--- config.mk ---
export PLATFORM = sky130hd
export DESIGN_NAME = ibuf_top
export DESIGN_NICKNAME = d
export VERILOG_FILES = /design/src/hdl/ibuf_pkg.sv /design/src/hdl/ibuf_top.sv /design/src/hdl/ibuf_pop_ctrl.sv /design/src/hdl/ibuf_push_ctrl.sv /design/src/hdl/ibuf_entry_array.sv
export SDC_FILE = /design/constraint.sdc
export NUM_CORES = 1
export LEC_CHECK = 0
export ABC_AREA = 1
export BUFFER_PORTS_ARGS = -buffer_cell sky130_fd_sc_hd__buf_2
export CORE_ASPECT_RATIO = 0.9
export CORE_MARGIN = 8
export CORE_UTILIZATION = 50
export DETAILED_ROUTE_END_ITERATION = 16
export GPL_ROUTABILITY_DRIVEN = 0
export PLACE_DENSITY = 0.7
export SETUP_SLACK_MARGIN = 0.02
export SYNTH_ARGS = -nofsm -noshare
export SYNTH_HDL_FRONTEND = slang
export SYNTH_HIERARCHICAL = 1
export SYNTH_SLANG_ARGS = --single-unit
export TNS_END_PERCENT = 10
--- constraint.sdc ---
create_clock -name ibuf_pop_upd_clk -period 9.99 [get_ports ibuf_pop_upd_clk]
set_input_delay 1.998 -clock ibuf_pop_upd_clk [delete_from_list [all_inputs] [get_ports ibuf_pop_upd_clk]]
set_output_delay 1.998 -clock ibuf_pop_upd_clk [all_outputs]
set_load 0.03 [all_outputs]
--- src/hdl/ibuf_pkg.sv ---
// Sizes and types for the fetch-side instruction buffer
// Imported by every RTL block and by the testbench reference model

package ibuf_pkg;

  // Buffer geometry
  localparam int ENTRY_NUM      = 6;   // Halfword entries in the ring
  localparam int HALF_W         = 16;
  localparam int FETCH_W        = 32;  // Bus word and assembled instruction
  localparam int FETCH_MIN_FREE = 2;   // Room for one aligned fetch

  // One-hot entry vector, used for pointers and masks
  typedef logic [ENTRY_NUM-1:0] ptr_t;

  typedef logic [HALF_W-1:0] half_t;

  // Length of the instruction at the pop pointer
  typedef enum logic [1:0] {
    LEN_NONE   = 2'b00,  // Head entry empty
    LEN_16     = 2'b01,
    LEN_32_LOW = 2'b10,  // Low half present, high half still missing
    LEN_32     = 2'b11
  } inst_len_e;

endpackage
--- src/hdl/ibuf_top.sv ---
// Instruction buffer top level
// Sits between the fetch bus interface and the decode stage consumer

`timescale 1ns/100ps

module ibuf_top (
  input  logic                         ibuf_pop_upd_clk,
  input  logic                         cpurst_b,
  // Fetch bus side
  input  logic                         trans_cmplt,
  input  logic [ibuf_pkg::FETCH_W-1:0] fetch_data,
  input  logic                         unalign_fetch,
  input  logic                         acc_err,
  output logic                         inst_fetch,
  // Decode side
  input  logic                         pop_en,
  output logic                         inst_vld,
  output logic [ibuf_pkg::FETCH_W-1:0] inst,
  output logic                         inst32,
  output logic                         inst32_low,
  output logic                         expt_vld,
  output logic                         expt_cur,
  output logic                         empty,
  // Flush
  input  logic                         ifcancel
);

  import ibuf_pkg::*;

  ptr_t  create_mask0;
  ptr_t  create_mask1;
  half_t wr_half0;
  half_t wr_half1;
  ptr_t  retire_mask;
  ptr_t  pop_ptr;
  ptr_t  entry_vld;
  half_t entry_inst [ENTRY_NUM];
  ptr_t  entry_err;

  ibuf_entry_array u_entry_array (
    .ibuf_pop_upd_clk (ibuf_pop_upd_clk),
    .cpurst_b         (cpurst_b),
    .ifcancel         (ifcancel),
    .create_mask0     (create_mask0),
    .create_mask1     (create_mask1),
    .wr_half0         (wr_half0),
    .wr_half1         (wr_half1),
    .wr_err           (acc_err),
    .retire_mask      (retire_mask),
    .entry_vld        (entry_vld),
    .entry_inst       (entry_inst),
    .entry_err        (entry_err)
  );

  ibuf_push_ctrl u_push_ctrl (
    .ibuf_pop_upd_clk (ibuf_pop_upd_clk),
    .cpurst_b         (cpurst_b),
    .ifcancel         (ifcancel),
    .trans_cmplt      (trans_cmplt),
    .unalign_fetch    (unalign_fetch),
    .fetch_data       (fetch_data),
    .entry_vld        (entry_vld),
    .pop_ptr          (pop_ptr),
    .create_mask0     (create_mask0),
    .create_mask1     (create_mask1),
    .wr_half0         (wr_half0),
    .wr_half1         (wr_half1),
    .inst_fetch       (inst_fetch)
  );

  ibuf_pop_ctrl u_pop_ctrl (
    .ibuf_pop_upd_clk (ibuf_pop_upd_clk),
    .cpurst_b         (cpurst_b),
    .ifcancel         (ifcancel),
    .pop_en           (pop_en),
    .entry_vld        (entry_vld),
    .entry_inst       (entry_inst),
    .entry_err        (entry_err),
    .pop_ptr          (pop_ptr),
    .retire_mask      (retire_mask),
    .inst_vld         (inst_vld),
    .inst             (inst),
    .inst32           (inst32),
    .inst32_low       (inst32_low),
    .expt_vld         (expt_vld),
    .expt_cur         (expt_cur),
    .empty            (empty)
  );

endmodule

--- src/hdl/ibuf_pop_ctrl.sv ---
// Pop side of the instruction buffer
// Assembles 16 or 32 bit instructions at the head, retires them on pop_en

`timescale 1ns/100ps

module ibuf_pop_ctrl (
  input  logic                         ibuf_pop_upd_clk,
  input  logic                         cpurst_b,
  input  logic                         ifcancel,
  input  logic                         pop_en,
  input  ibuf_pkg::ptr_t               entry_vld,
  input  ibuf_pkg::half_t              entry_inst [ibuf_pkg::ENTRY_NUM],
  input  ibuf_pkg::ptr_t               entry_err,
  output ibuf_pkg::ptr_t               pop_ptr,
  output ibuf_pkg::ptr_t               retire_mask,
  output logic                         inst_vld,
  output logic [ibuf_pkg::FETCH_W-1:0] inst,
  output logic                         inst32,
  output logic                         inst32_low,
  output logic                         expt_vld,
  output logic                         expt_cur,
  output logic                         empty
);

  import ibuf_pkg::*;

  ptr_t      pop_ptr_inc1;
  ptr_t      pop_ptr_inc2;
  logic      head_vld;
  half_t     head_inst;
  logic      head_err;
  logic      next_vld;
  half_t     next_inst;
  logic      next_err;
  logic      head_is32;
  logic      retire;
  inst_len_e inst_len;

  assign pop_ptr_inc1 = {pop_ptr[ENTRY_NUM-2:0], pop_ptr[ENTRY_NUM-1]};
  assign pop_ptr_inc2 = {pop_ptr[ENTRY_NUM-3:0], pop_ptr[ENTRY_NUM-1:ENTRY_NUM-2]};

  // One-hot read muxes for the head and its successor
  always_comb
  begin
    head_vld  = 1'b0;
    head_inst = '0;
    head_err  = 1'b0;
    next_vld  = 1'b0;
    next_inst = '0;
    next_err  = 1'b0;
    for (int k = 0; k < ENTRY_NUM; k++)
    begin
      if (pop_ptr[k])
      begin
        head_vld  = head_vld | entry_vld[k];
        head_inst = head_inst | entry_inst[k];
        head_err  = head_err | entry_err[k];
      end
      if (pop_ptr_inc1[k])
      begin
        next_vld  = next_vld | entry_vld[k];
        next_inst = next_inst | entry_inst[k];
        next_err  = next_err | entry_err[k];
      end
    end
  end

  assign head_is32 = (head_inst[1:0] == 2'b11);

  always_comb
  begin
    if (!head_vld)
      inst_len = LEN_NONE;
    else if (!head_is32)
      inst_len = LEN_16;
    else if (next_vld)
      inst_len = LEN_32;
    else
      inst_len = LEN_32_LOW;
  end

  assign inst_vld   = (inst_len == LEN_16) || (inst_len == LEN_32);
  assign inst32     = (inst_len == LEN_32);
  assign inst32_low = (inst_len == LEN_32_LOW);
  assign inst       = {next_inst, head_inst};
  assign empty      = ~|entry_vld;

  // Error of any halfword the instruction consumes
  assign expt_vld = ((inst_len == LEN_16) && head_err) ||
                    ((inst_len == LEN_32) && (head_err || next_err));
  assign expt_cur = head_vld && head_err;

  assign retire      = pop_en && inst_vld && !ifcancel;
  assign retire_mask = {ENTRY_NUM{retire}} & (pop_ptr | (pop_ptr_inc1 & {ENTRY_NUM{inst32}}));

  // Pointer holds on cancel
  always_ff @(posedge ibuf_pop_upd_clk or negedge cpurst_b)
  begin
    if (!cpurst_b)
      pop_ptr <= ptr_t'(1);
    else if (retire && inst32)
      pop_ptr <= pop_ptr_inc2;
    else if (retire)
      pop_ptr <= pop_ptr_inc1;
  end

  // Oldest live entry always sits at the head
  a_head_live: assert property (
    @(posedge ibuf_pop_upd_clk) disable iff (!cpurst_b)
    (|entry_vld) |-> head_vld
  ) else $error("valid entries behind an empty head: vld %b pop %b", entry_vld, pop_ptr);

endmodule

--- src/hdl/ibuf_push_ctrl.sv ---
// Push side of the instruction buffer
// Steers completed fetches into the ring and raises the fetch request

`timescale 1ns/100ps

module ibuf_push_ctrl (
  input  logic                         ibuf_pop_upd_clk,
  input  logic                         cpurst_b,
  input  logic                         ifcancel,
  input  logic                         trans_cmplt,
  input  logic                         unalign_fetch,
  input  logic [ibuf_pkg::FETCH_W-1:0] fetch_data,
  input  ibuf_pkg::ptr_t               entry_vld,
  input  ibuf_pkg::ptr_t               pop_ptr,
  output ibuf_pkg::ptr_t               create_mask0,
  output ibuf_pkg::ptr_t               create_mask1,
  output ibuf_pkg::half_t              wr_half0,
  output ibuf_pkg::half_t              wr_half1,
  output logic                         inst_fetch
);

  import ibuf_pkg::*;

  localparam int CNT_W = $clog2(ENTRY_NUM + 1);

  ptr_t             push_ptr;
  ptr_t             push_ptr_inc1;
  ptr_t             push_ptr_inc2;
  logic [CNT_W-1:0] vld_num;
  logic [CNT_W-1:0] free_num;
  logic             push_accept;
  logic             push_two;

  // Valid entry count
  always_comb
  begin
    vld_num = '0;
    for (int k = 0; k < ENTRY_NUM; k++)
      vld_num = vld_num + CNT_W'(entry_vld[k]);
  end

  assign free_num   = CNT_W'(ENTRY_NUM) - vld_num;
  assign inst_fetch = (free_num >= CNT_W'(FETCH_MIN_FREE));

  // A completion without a request is dropped
  assign push_accept = trans_cmplt && inst_fetch && !ifcancel;
  assign push_two    = push_accept && !unalign_fetch;

  assign push_ptr_inc1 = {push_ptr[ENTRY_NUM-2:0], push_ptr[ENTRY_NUM-1]};
  assign push_ptr_inc2 = {push_ptr[ENTRY_NUM-3:0], push_ptr[ENTRY_NUM-1:ENTRY_NUM-2]};

  assign create_mask0 = push_ptr & {ENTRY_NUM{push_accept}};
  assign create_mask1 = push_ptr_inc1 & {ENTRY_NUM{push_two}};

  // Unaligned fetch carries only the upper halfword
  assign wr_half0 = unalign_fetch ? fetch_data[FETCH_W-1:HALF_W] : fetch_data[HALF_W-1:0];
  assign wr_half1 = fetch_data[FETCH_W-1:HALF_W];

  always_ff @(posedge ibuf_pop_upd_clk or negedge cpurst_b)
  begin
    if (!cpurst_b)
      push_ptr <= ptr_t'(1);
    else if (ifcancel)
      push_ptr <= pop_ptr;  // Ring restarts at the head
    else if (push_two)
      push_ptr <= push_ptr_inc2;
    else if (push_accept)
      push_ptr <= push_ptr_inc1;
  end

  a_push_onehot: assert property (
    @(posedge ibuf_pop_upd_clk) disable iff (!cpurst_b)
    $onehot(push_ptr)
  ) else $error("push pointer not one-hot: %b", push_ptr);

endmodule

--- src/hdl/ibuf_entry_array.sv ---
// Six halfword entries of the instruction buffer, each with valid and access error
// Written by the push controller masks, retired by the pop controller mask

`timescale 1ns/100ps

module ibuf_entry_array (
  input  logic             ibuf_pop_upd_clk,
  input  logic             cpurst_b,
  input  logic             ifcancel,
  input  ibuf_pkg::ptr_t   create_mask0,
  input  ibuf_pkg::ptr_t   create_mask1,
  input  ibuf_pkg::half_t  wr_half0,
  input  ibuf_pkg::half_t  wr_half1,
  input  logic             wr_err,
  input  ibuf_pkg::ptr_t   retire_mask,
  output ibuf_pkg::ptr_t   entry_vld,
  output ibuf_pkg::half_t  entry_inst [ibuf_pkg::ENTRY_NUM],
  output ibuf_pkg::ptr_t   entry_err
);

  import ibuf_pkg::*;

  ptr_t create_any;

  assign create_any = create_mask0 | create_mask1;

  genvar i;
  generate
    for (i = 0; i < ENTRY_NUM; i++)
    begin : g_entry
      logic  vld_q;
      half_t inst_q;
      logic  err_q;

      // Cancel wins over a create in the same cycle
      always_ff @(posedge ibuf_pop_upd_clk or negedge cpurst_b)
      begin
        if (!cpurst_b)
          vld_q <= 1'b0;
        else if (ifcancel)
          vld_q <= 1'b0;
        else if (create_any[i])
          vld_q <= 1'b1;
        else if (retire_mask[i])
          vld_q <= 1'b0;
      end

      always_ff @(posedge ibuf_pop_upd_clk)
      begin
        if (create_mask0[i])
          inst_q <= wr_half0;
        else if (create_mask1[i])
          inst_q <= wr_half1;
        if (create_any[i])
          err_q <= wr_err;  // Both halves share the bus error
      end

      assign entry_vld[i]  = vld_q;
      assign entry_inst[i] = inst_q;
      assign entry_err[i]  = err_q;
    end
  endgenerate

  // Push and pop pointers must never overlap on a live entry
  a_no_overwrite: assert property (
    @(posedge ibuf_pop_upd_clk) disable iff (!cpurst_b)
    ((create_any & entry_vld & ~retire_mask) == '0)
  ) else $error("create targets a valid entry: create %b vld %b retire %b",
                create_any, entry_vld, retire_mask);

endmodule

==> Word level (Yosys, flattened, before mapping) <==
Index checks and enable logic that the tools add are counted.
{ "totals": {"reg_bits": 120, "input_bits": 39, "elab_cells": 172} }
{ "classes": {"add_sub_neg": 6, "order_cmp": 1, "eq_ne": 4, "muxes": 75, "bitwise": 36, "reduce_logical": 30} }
{ "op_table": {"columns": ["cell", "count"], "rows": [
  ["16-bit 2-to-1 mux", 25],
  ["16-bit OR", 10],
  ["1-bit 2-to-1 mux", 43],
  ["6-bit 2-to-1 mux", 5],
  ["6-bit bitwise AND", 4],
  ["3-bit nonzero test", 7],
  ["1-bit OR", 20],
  ["2-bit nonzero test", 7],
  ["3-bit by 1-bit adder with 3-bit output", 4],
  ["6-bit OR", 2],
  ["1-bit logical AND", 9],
  ["2-bit == test (second input constant)", 3],
  ["6-bit OR reduction", 1],
  ["2-bit 2-to-1 mux", 2],
  ["3-bit by 2-bit greater-or-equal comparator with 1-bit output (second input constant)", 1],
  ["1-bit zero test", 3],
  ["1-bit logical OR", 3],
  ["3-bit subtractor (first input constant)", 1],
  ["1-bit by 1-bit adder with 2-bit output", 1],
  ["2-bit by 1-bit == test with 1-bit output (second input constant)", 1]
]} }

==> Depth between registers and ports, before layout <==
{ "depth": {"word_depth": 22, "depth_mapped": 17, "ltp_nobuf": 16} }

==> By module <==
The synthesis kept the hierarchy.
{ "modules_own_cells": {"columns": ["module", "instances", "cells_per_inst", "area_each_um2", "seq_area_each_um2"], "rows": [
  ["ibuf_entry_array", 1, 376, 4444.3, 3213.1],
  ["ibuf_pop_ctrl", 1, 359, 1910.6, 151.4],
  ["ibuf_push_ctrl", 1, 167, 985.9, 151.4]
]} }

==> Worst setup path before layout <==
OpenSTA, ideal clock, no wires.
{ "synth_timing": {"path_kind": "flip-flop to output port", "from": "register u_entry_array.g_entry[0].vld_q", "to": "output inst_fetch", "arrival_time_ns": 2.355, "required_time_ns": 7.992, "path_slack_ns": 5.637, "path_stages_with_launch": 12, "path_buffers": 1, "path_cell_list": "dfrtp_1 buf_4 inv_1 fa_1 inv_1 ha_1 fa_1 inv_1 ha_1 inv_1 nor2_4 nand3_4"} }
{ "synth_between": {"elab_chain_cells": 7} }
{ "synth_lines": {"columns": ["item", "line", "rtl"], "rows": [
  ["from (decl)", "ibuf_entry_array.sv:31", "logic vld_q;"],
  ["from (signal assigned)", "ibuf_entry_array.sv:39", "vld_q <= 1'b0;"],
  ["from (signal assigned)", "ibuf_entry_array.sv:41", "vld_q <= 1'b0;"],
  ["from (signal assigned)", "ibuf_entry_array.sv:43", "vld_q <= 1'b1;"],
  ["1-bit by 1-bit adder with 2-bit output", "ibuf_push_ctrl.sv:39", "vld_num = vld_num + CNT_W'(entry_vld[k]);"],
  ["3-bit by 1-bit adder with 3-bit output (4 in series)", "ibuf_push_ctrl.sv:39", null],
  ["3-bit subtractor", "ibuf_push_ctrl.sv:42", "assign free_num = CNT_W'(ENTRY_NUM) - vld_num;"],
  ["3-bit by 2-bit greater-or-equal comparator with 1-bit output", "ibuf_push_ctrl.sv:43", "assign inst_fetch = (free_num >= CNT_W'(FETCH_MIN_FREE));"],
  ["to (decl)", "ibuf_top.sv:14", "output logic inst_fetch,"]
]} }
Every way passes these cells.

==> Worst setup path after layout <==
Same ends and word-level chain as after synthesis.

==> run metrics <==
Yosys top cell area share 41.72%; unrepaired setup endpoints after global routing no; vias in the first global route just under 6000; global route overflow 0; Slew @ Worst Pin between 1 and 1.5 ns; maximum VDD drop between 0.1 and 0.15 mV; WL final between 20000 and 25000 um; fin crit share between 40% and 50%; Max Clk Rate ~0.20 GHz; HP Start u_push_ctrl/push_ptr[0]; Async SR Flop Fraction around 15%; Area growth syn-to-layout 11.33%; deepest clock path buffer count 2; final setup margin 4.997 ns; largest net degree at the start of global routing 34; clock skew 0.008798 ns; placed inst area approximately 7500 um^2; Rel. slew slack ~14%; Yosys cell types 35; hold path depth 2; nets just under 1000; Clock Pin Slew Worst Setup and Hold Paths approximately 0.050 ns; CTS tree built; reg2reg end u_entry_array/g_entry[4].inst_q[1]; reg2reg setup slack a little over 5 ns; DP Worst Slack a little over 5 ns; Final Setup Violations 0; reg2reg start u_entry_array/g_entry[0].vld_q; # clock sinks 120; layout cells sized above 1 ~16%; CP Max Fanout 5; core area about 15000 um^2; Final Util between 50% and 60%; synthesized area 7341 um^2; die area 18820 um^2; Post-synth top cells nand2_1, o21ai_0, inv_1; clock root cell clkbuf_16; most common cell in the netlist nand2_1; status complete, no violations; syn_area_per_cell 8.138 um^2; Hold-fix buffers, CTS 0; crit start category flip-flop; Post-Syn Nets around 950; crit path kind flip-flop to primary output; initial antenna violation count 0; Starting Density roughly half; antenna-violating nets left 0; Post-CTS Setup Bufs 0; FP Rows 42; leading area contributor after synthesis edfxtp_1; minimum clock period after layout approximately 5 ns; drt first pass iters 5; design area 8173 um^2; Via-to-Cell Ratio between 5 and 6; Resized Gates After CTS 0; antenna diode count 0; TritonCTS Buffers 17; Clock Latency Late Sink about 0.42 ns; overall routing resource usage 22.07%; sequential fraction of the synthesis area approximately 48%; Fin. Hold Viols 0; Crit. End Element primary output; worst r2r path cells 14; Worst Setup SP u_entry_array/g_entry[0].vld_q; io pins 78; Hold Path Sink u_push_ctrl/push_ptr[0]; DR iter-0 viols about 650; first-pass GRT wire length 31330 um; Clock H-tree levels 4; critical path arrival 2.99 ns; post-synthesis cell count about 900; hold_ws between 0.4 and 0.5 ns; Power Dens Cells 167.5 nW/um^2; Synth Register Bits 120; leakage power ~3.5 nW; die height roughly 130 um; I/O Buffers just under 80; Worst EP required roughly 8 ns; Die W roughly 140 um; FILL cells ~1400; max_cap viols 0; Min-Delay Path Class flip-flop to flip-flop; EDFF count, synth a little over 100; Synth area leaders edfxtp_1, nand2_1, o21ai_0; drt wl/cell 17.85 um; yosys warns 6; commonest register cell after synthesis edfxtp_1; vias post-DR ~6300; DRC 0; Slew Viols, Final 0; final setup TNS 0 ns; post-DP HPWL 12960 um
## report_power, final
group          internal, mW  switching, mW
registers             0.578         0.0134
clock network         0.439          0.217
logic                0.0333         0.0873
## critical path: stages, from the launching register on
cell and delay [ns]:
dfrtp_1 0.40, inv_1 0.09, fa_1 0.54, inv_1 0.05, ha_1 0.20, fa_1 0.53, inv_1 0.05, ha_1 0.26
inv_1 0.05, nor2_4 0.09, nand3_4 0.12, buf_2 0.20
## layer usage
layer | global-route usage, % | part of all wire, %
met5 | 0 | 0
met4 | 7.412 | 1.6
met3 | 4.541 | 8.5
met2 | 37.49 | 48
met1 | 27.67 | 42
## kinds of logic (layout without fill, tap and decap cells)
group	after synthesis	after routing	share of synthesized area [%]
simple gates	359	359	20.61
flops	120	120	47.89
fa+ha+maj	6	6	1.330
compound gates	229	229	17.59
buf+inv	188	228	12.58
## metrics by stage
step	instances	power, mW
finish	1140	1.369
global route	1140	1.412
CTS	1140	1.373
detailed placement	1108	0.7212
global placement	1108	0.7167
floorplan	902	0.6880
## area by class of cell
| class | count | area [um^2] | share of cell area [%] |
|---|---|---|---|
| clock buffers | 18 | 429.2 | 5.251 |
| well taps | 198 | 247.7 | 3.031 |
| inverters | 112 | 420.4 | 5.144 |
| multi-input cells | 594 | 2917 | 35.69 |
| repair buffers | 84 | 437.9 | 5.358 |
| clock inverters | 14 | 205.2 | 2.511 |
| flip-flops and latches | 120 | 3516 | 43.02 |
## layout by cell type (no fill, tap or decap), types with 7 or more instances in the layout
cell type and n:
o21ai_0 142, nor2_1 24, buf_2 77, edfxtp_1 102
o22ai_1 14, o211ai_1 14, buf_4 7, nand3_1 16
a21oi_1 36, inv_1 108, a221oi_1 16, nand2_1 292
clkbuf_16 17, dfrtp_1 16, nor2_2 8
## worst max-delay path by stage
| stage | to | depth (start not counted) |
|---|---|---|
| 6_report | inst_fetch | 11 |
| 5_1_grt | inst_fetch | 11 |
| 4_1_cts | inst_fetch | 11 |
| 3_5_place_dp | u_entry_array/g_entry[4].inst_q[9] | 6 |
| 3_3_place_gp | u_entry_array/g_entry[5].inst_q[6] | 6 |
| 2_1_floorplan | inst_fetch | 11 |
## registers in the layout, indices dropped and copies added, names as in the netlist
name and flops:
u_push_ctrl/push_ptr 6, u_entry_array/g_entry.vld_q 6, u_entry_array/g_entry.inst_q 96, u_entry_array/g_entry.err_q 6
u_pop_ctrl/pop_ptr 6
No activity file was read; power rests on OpenSTA's default activity.
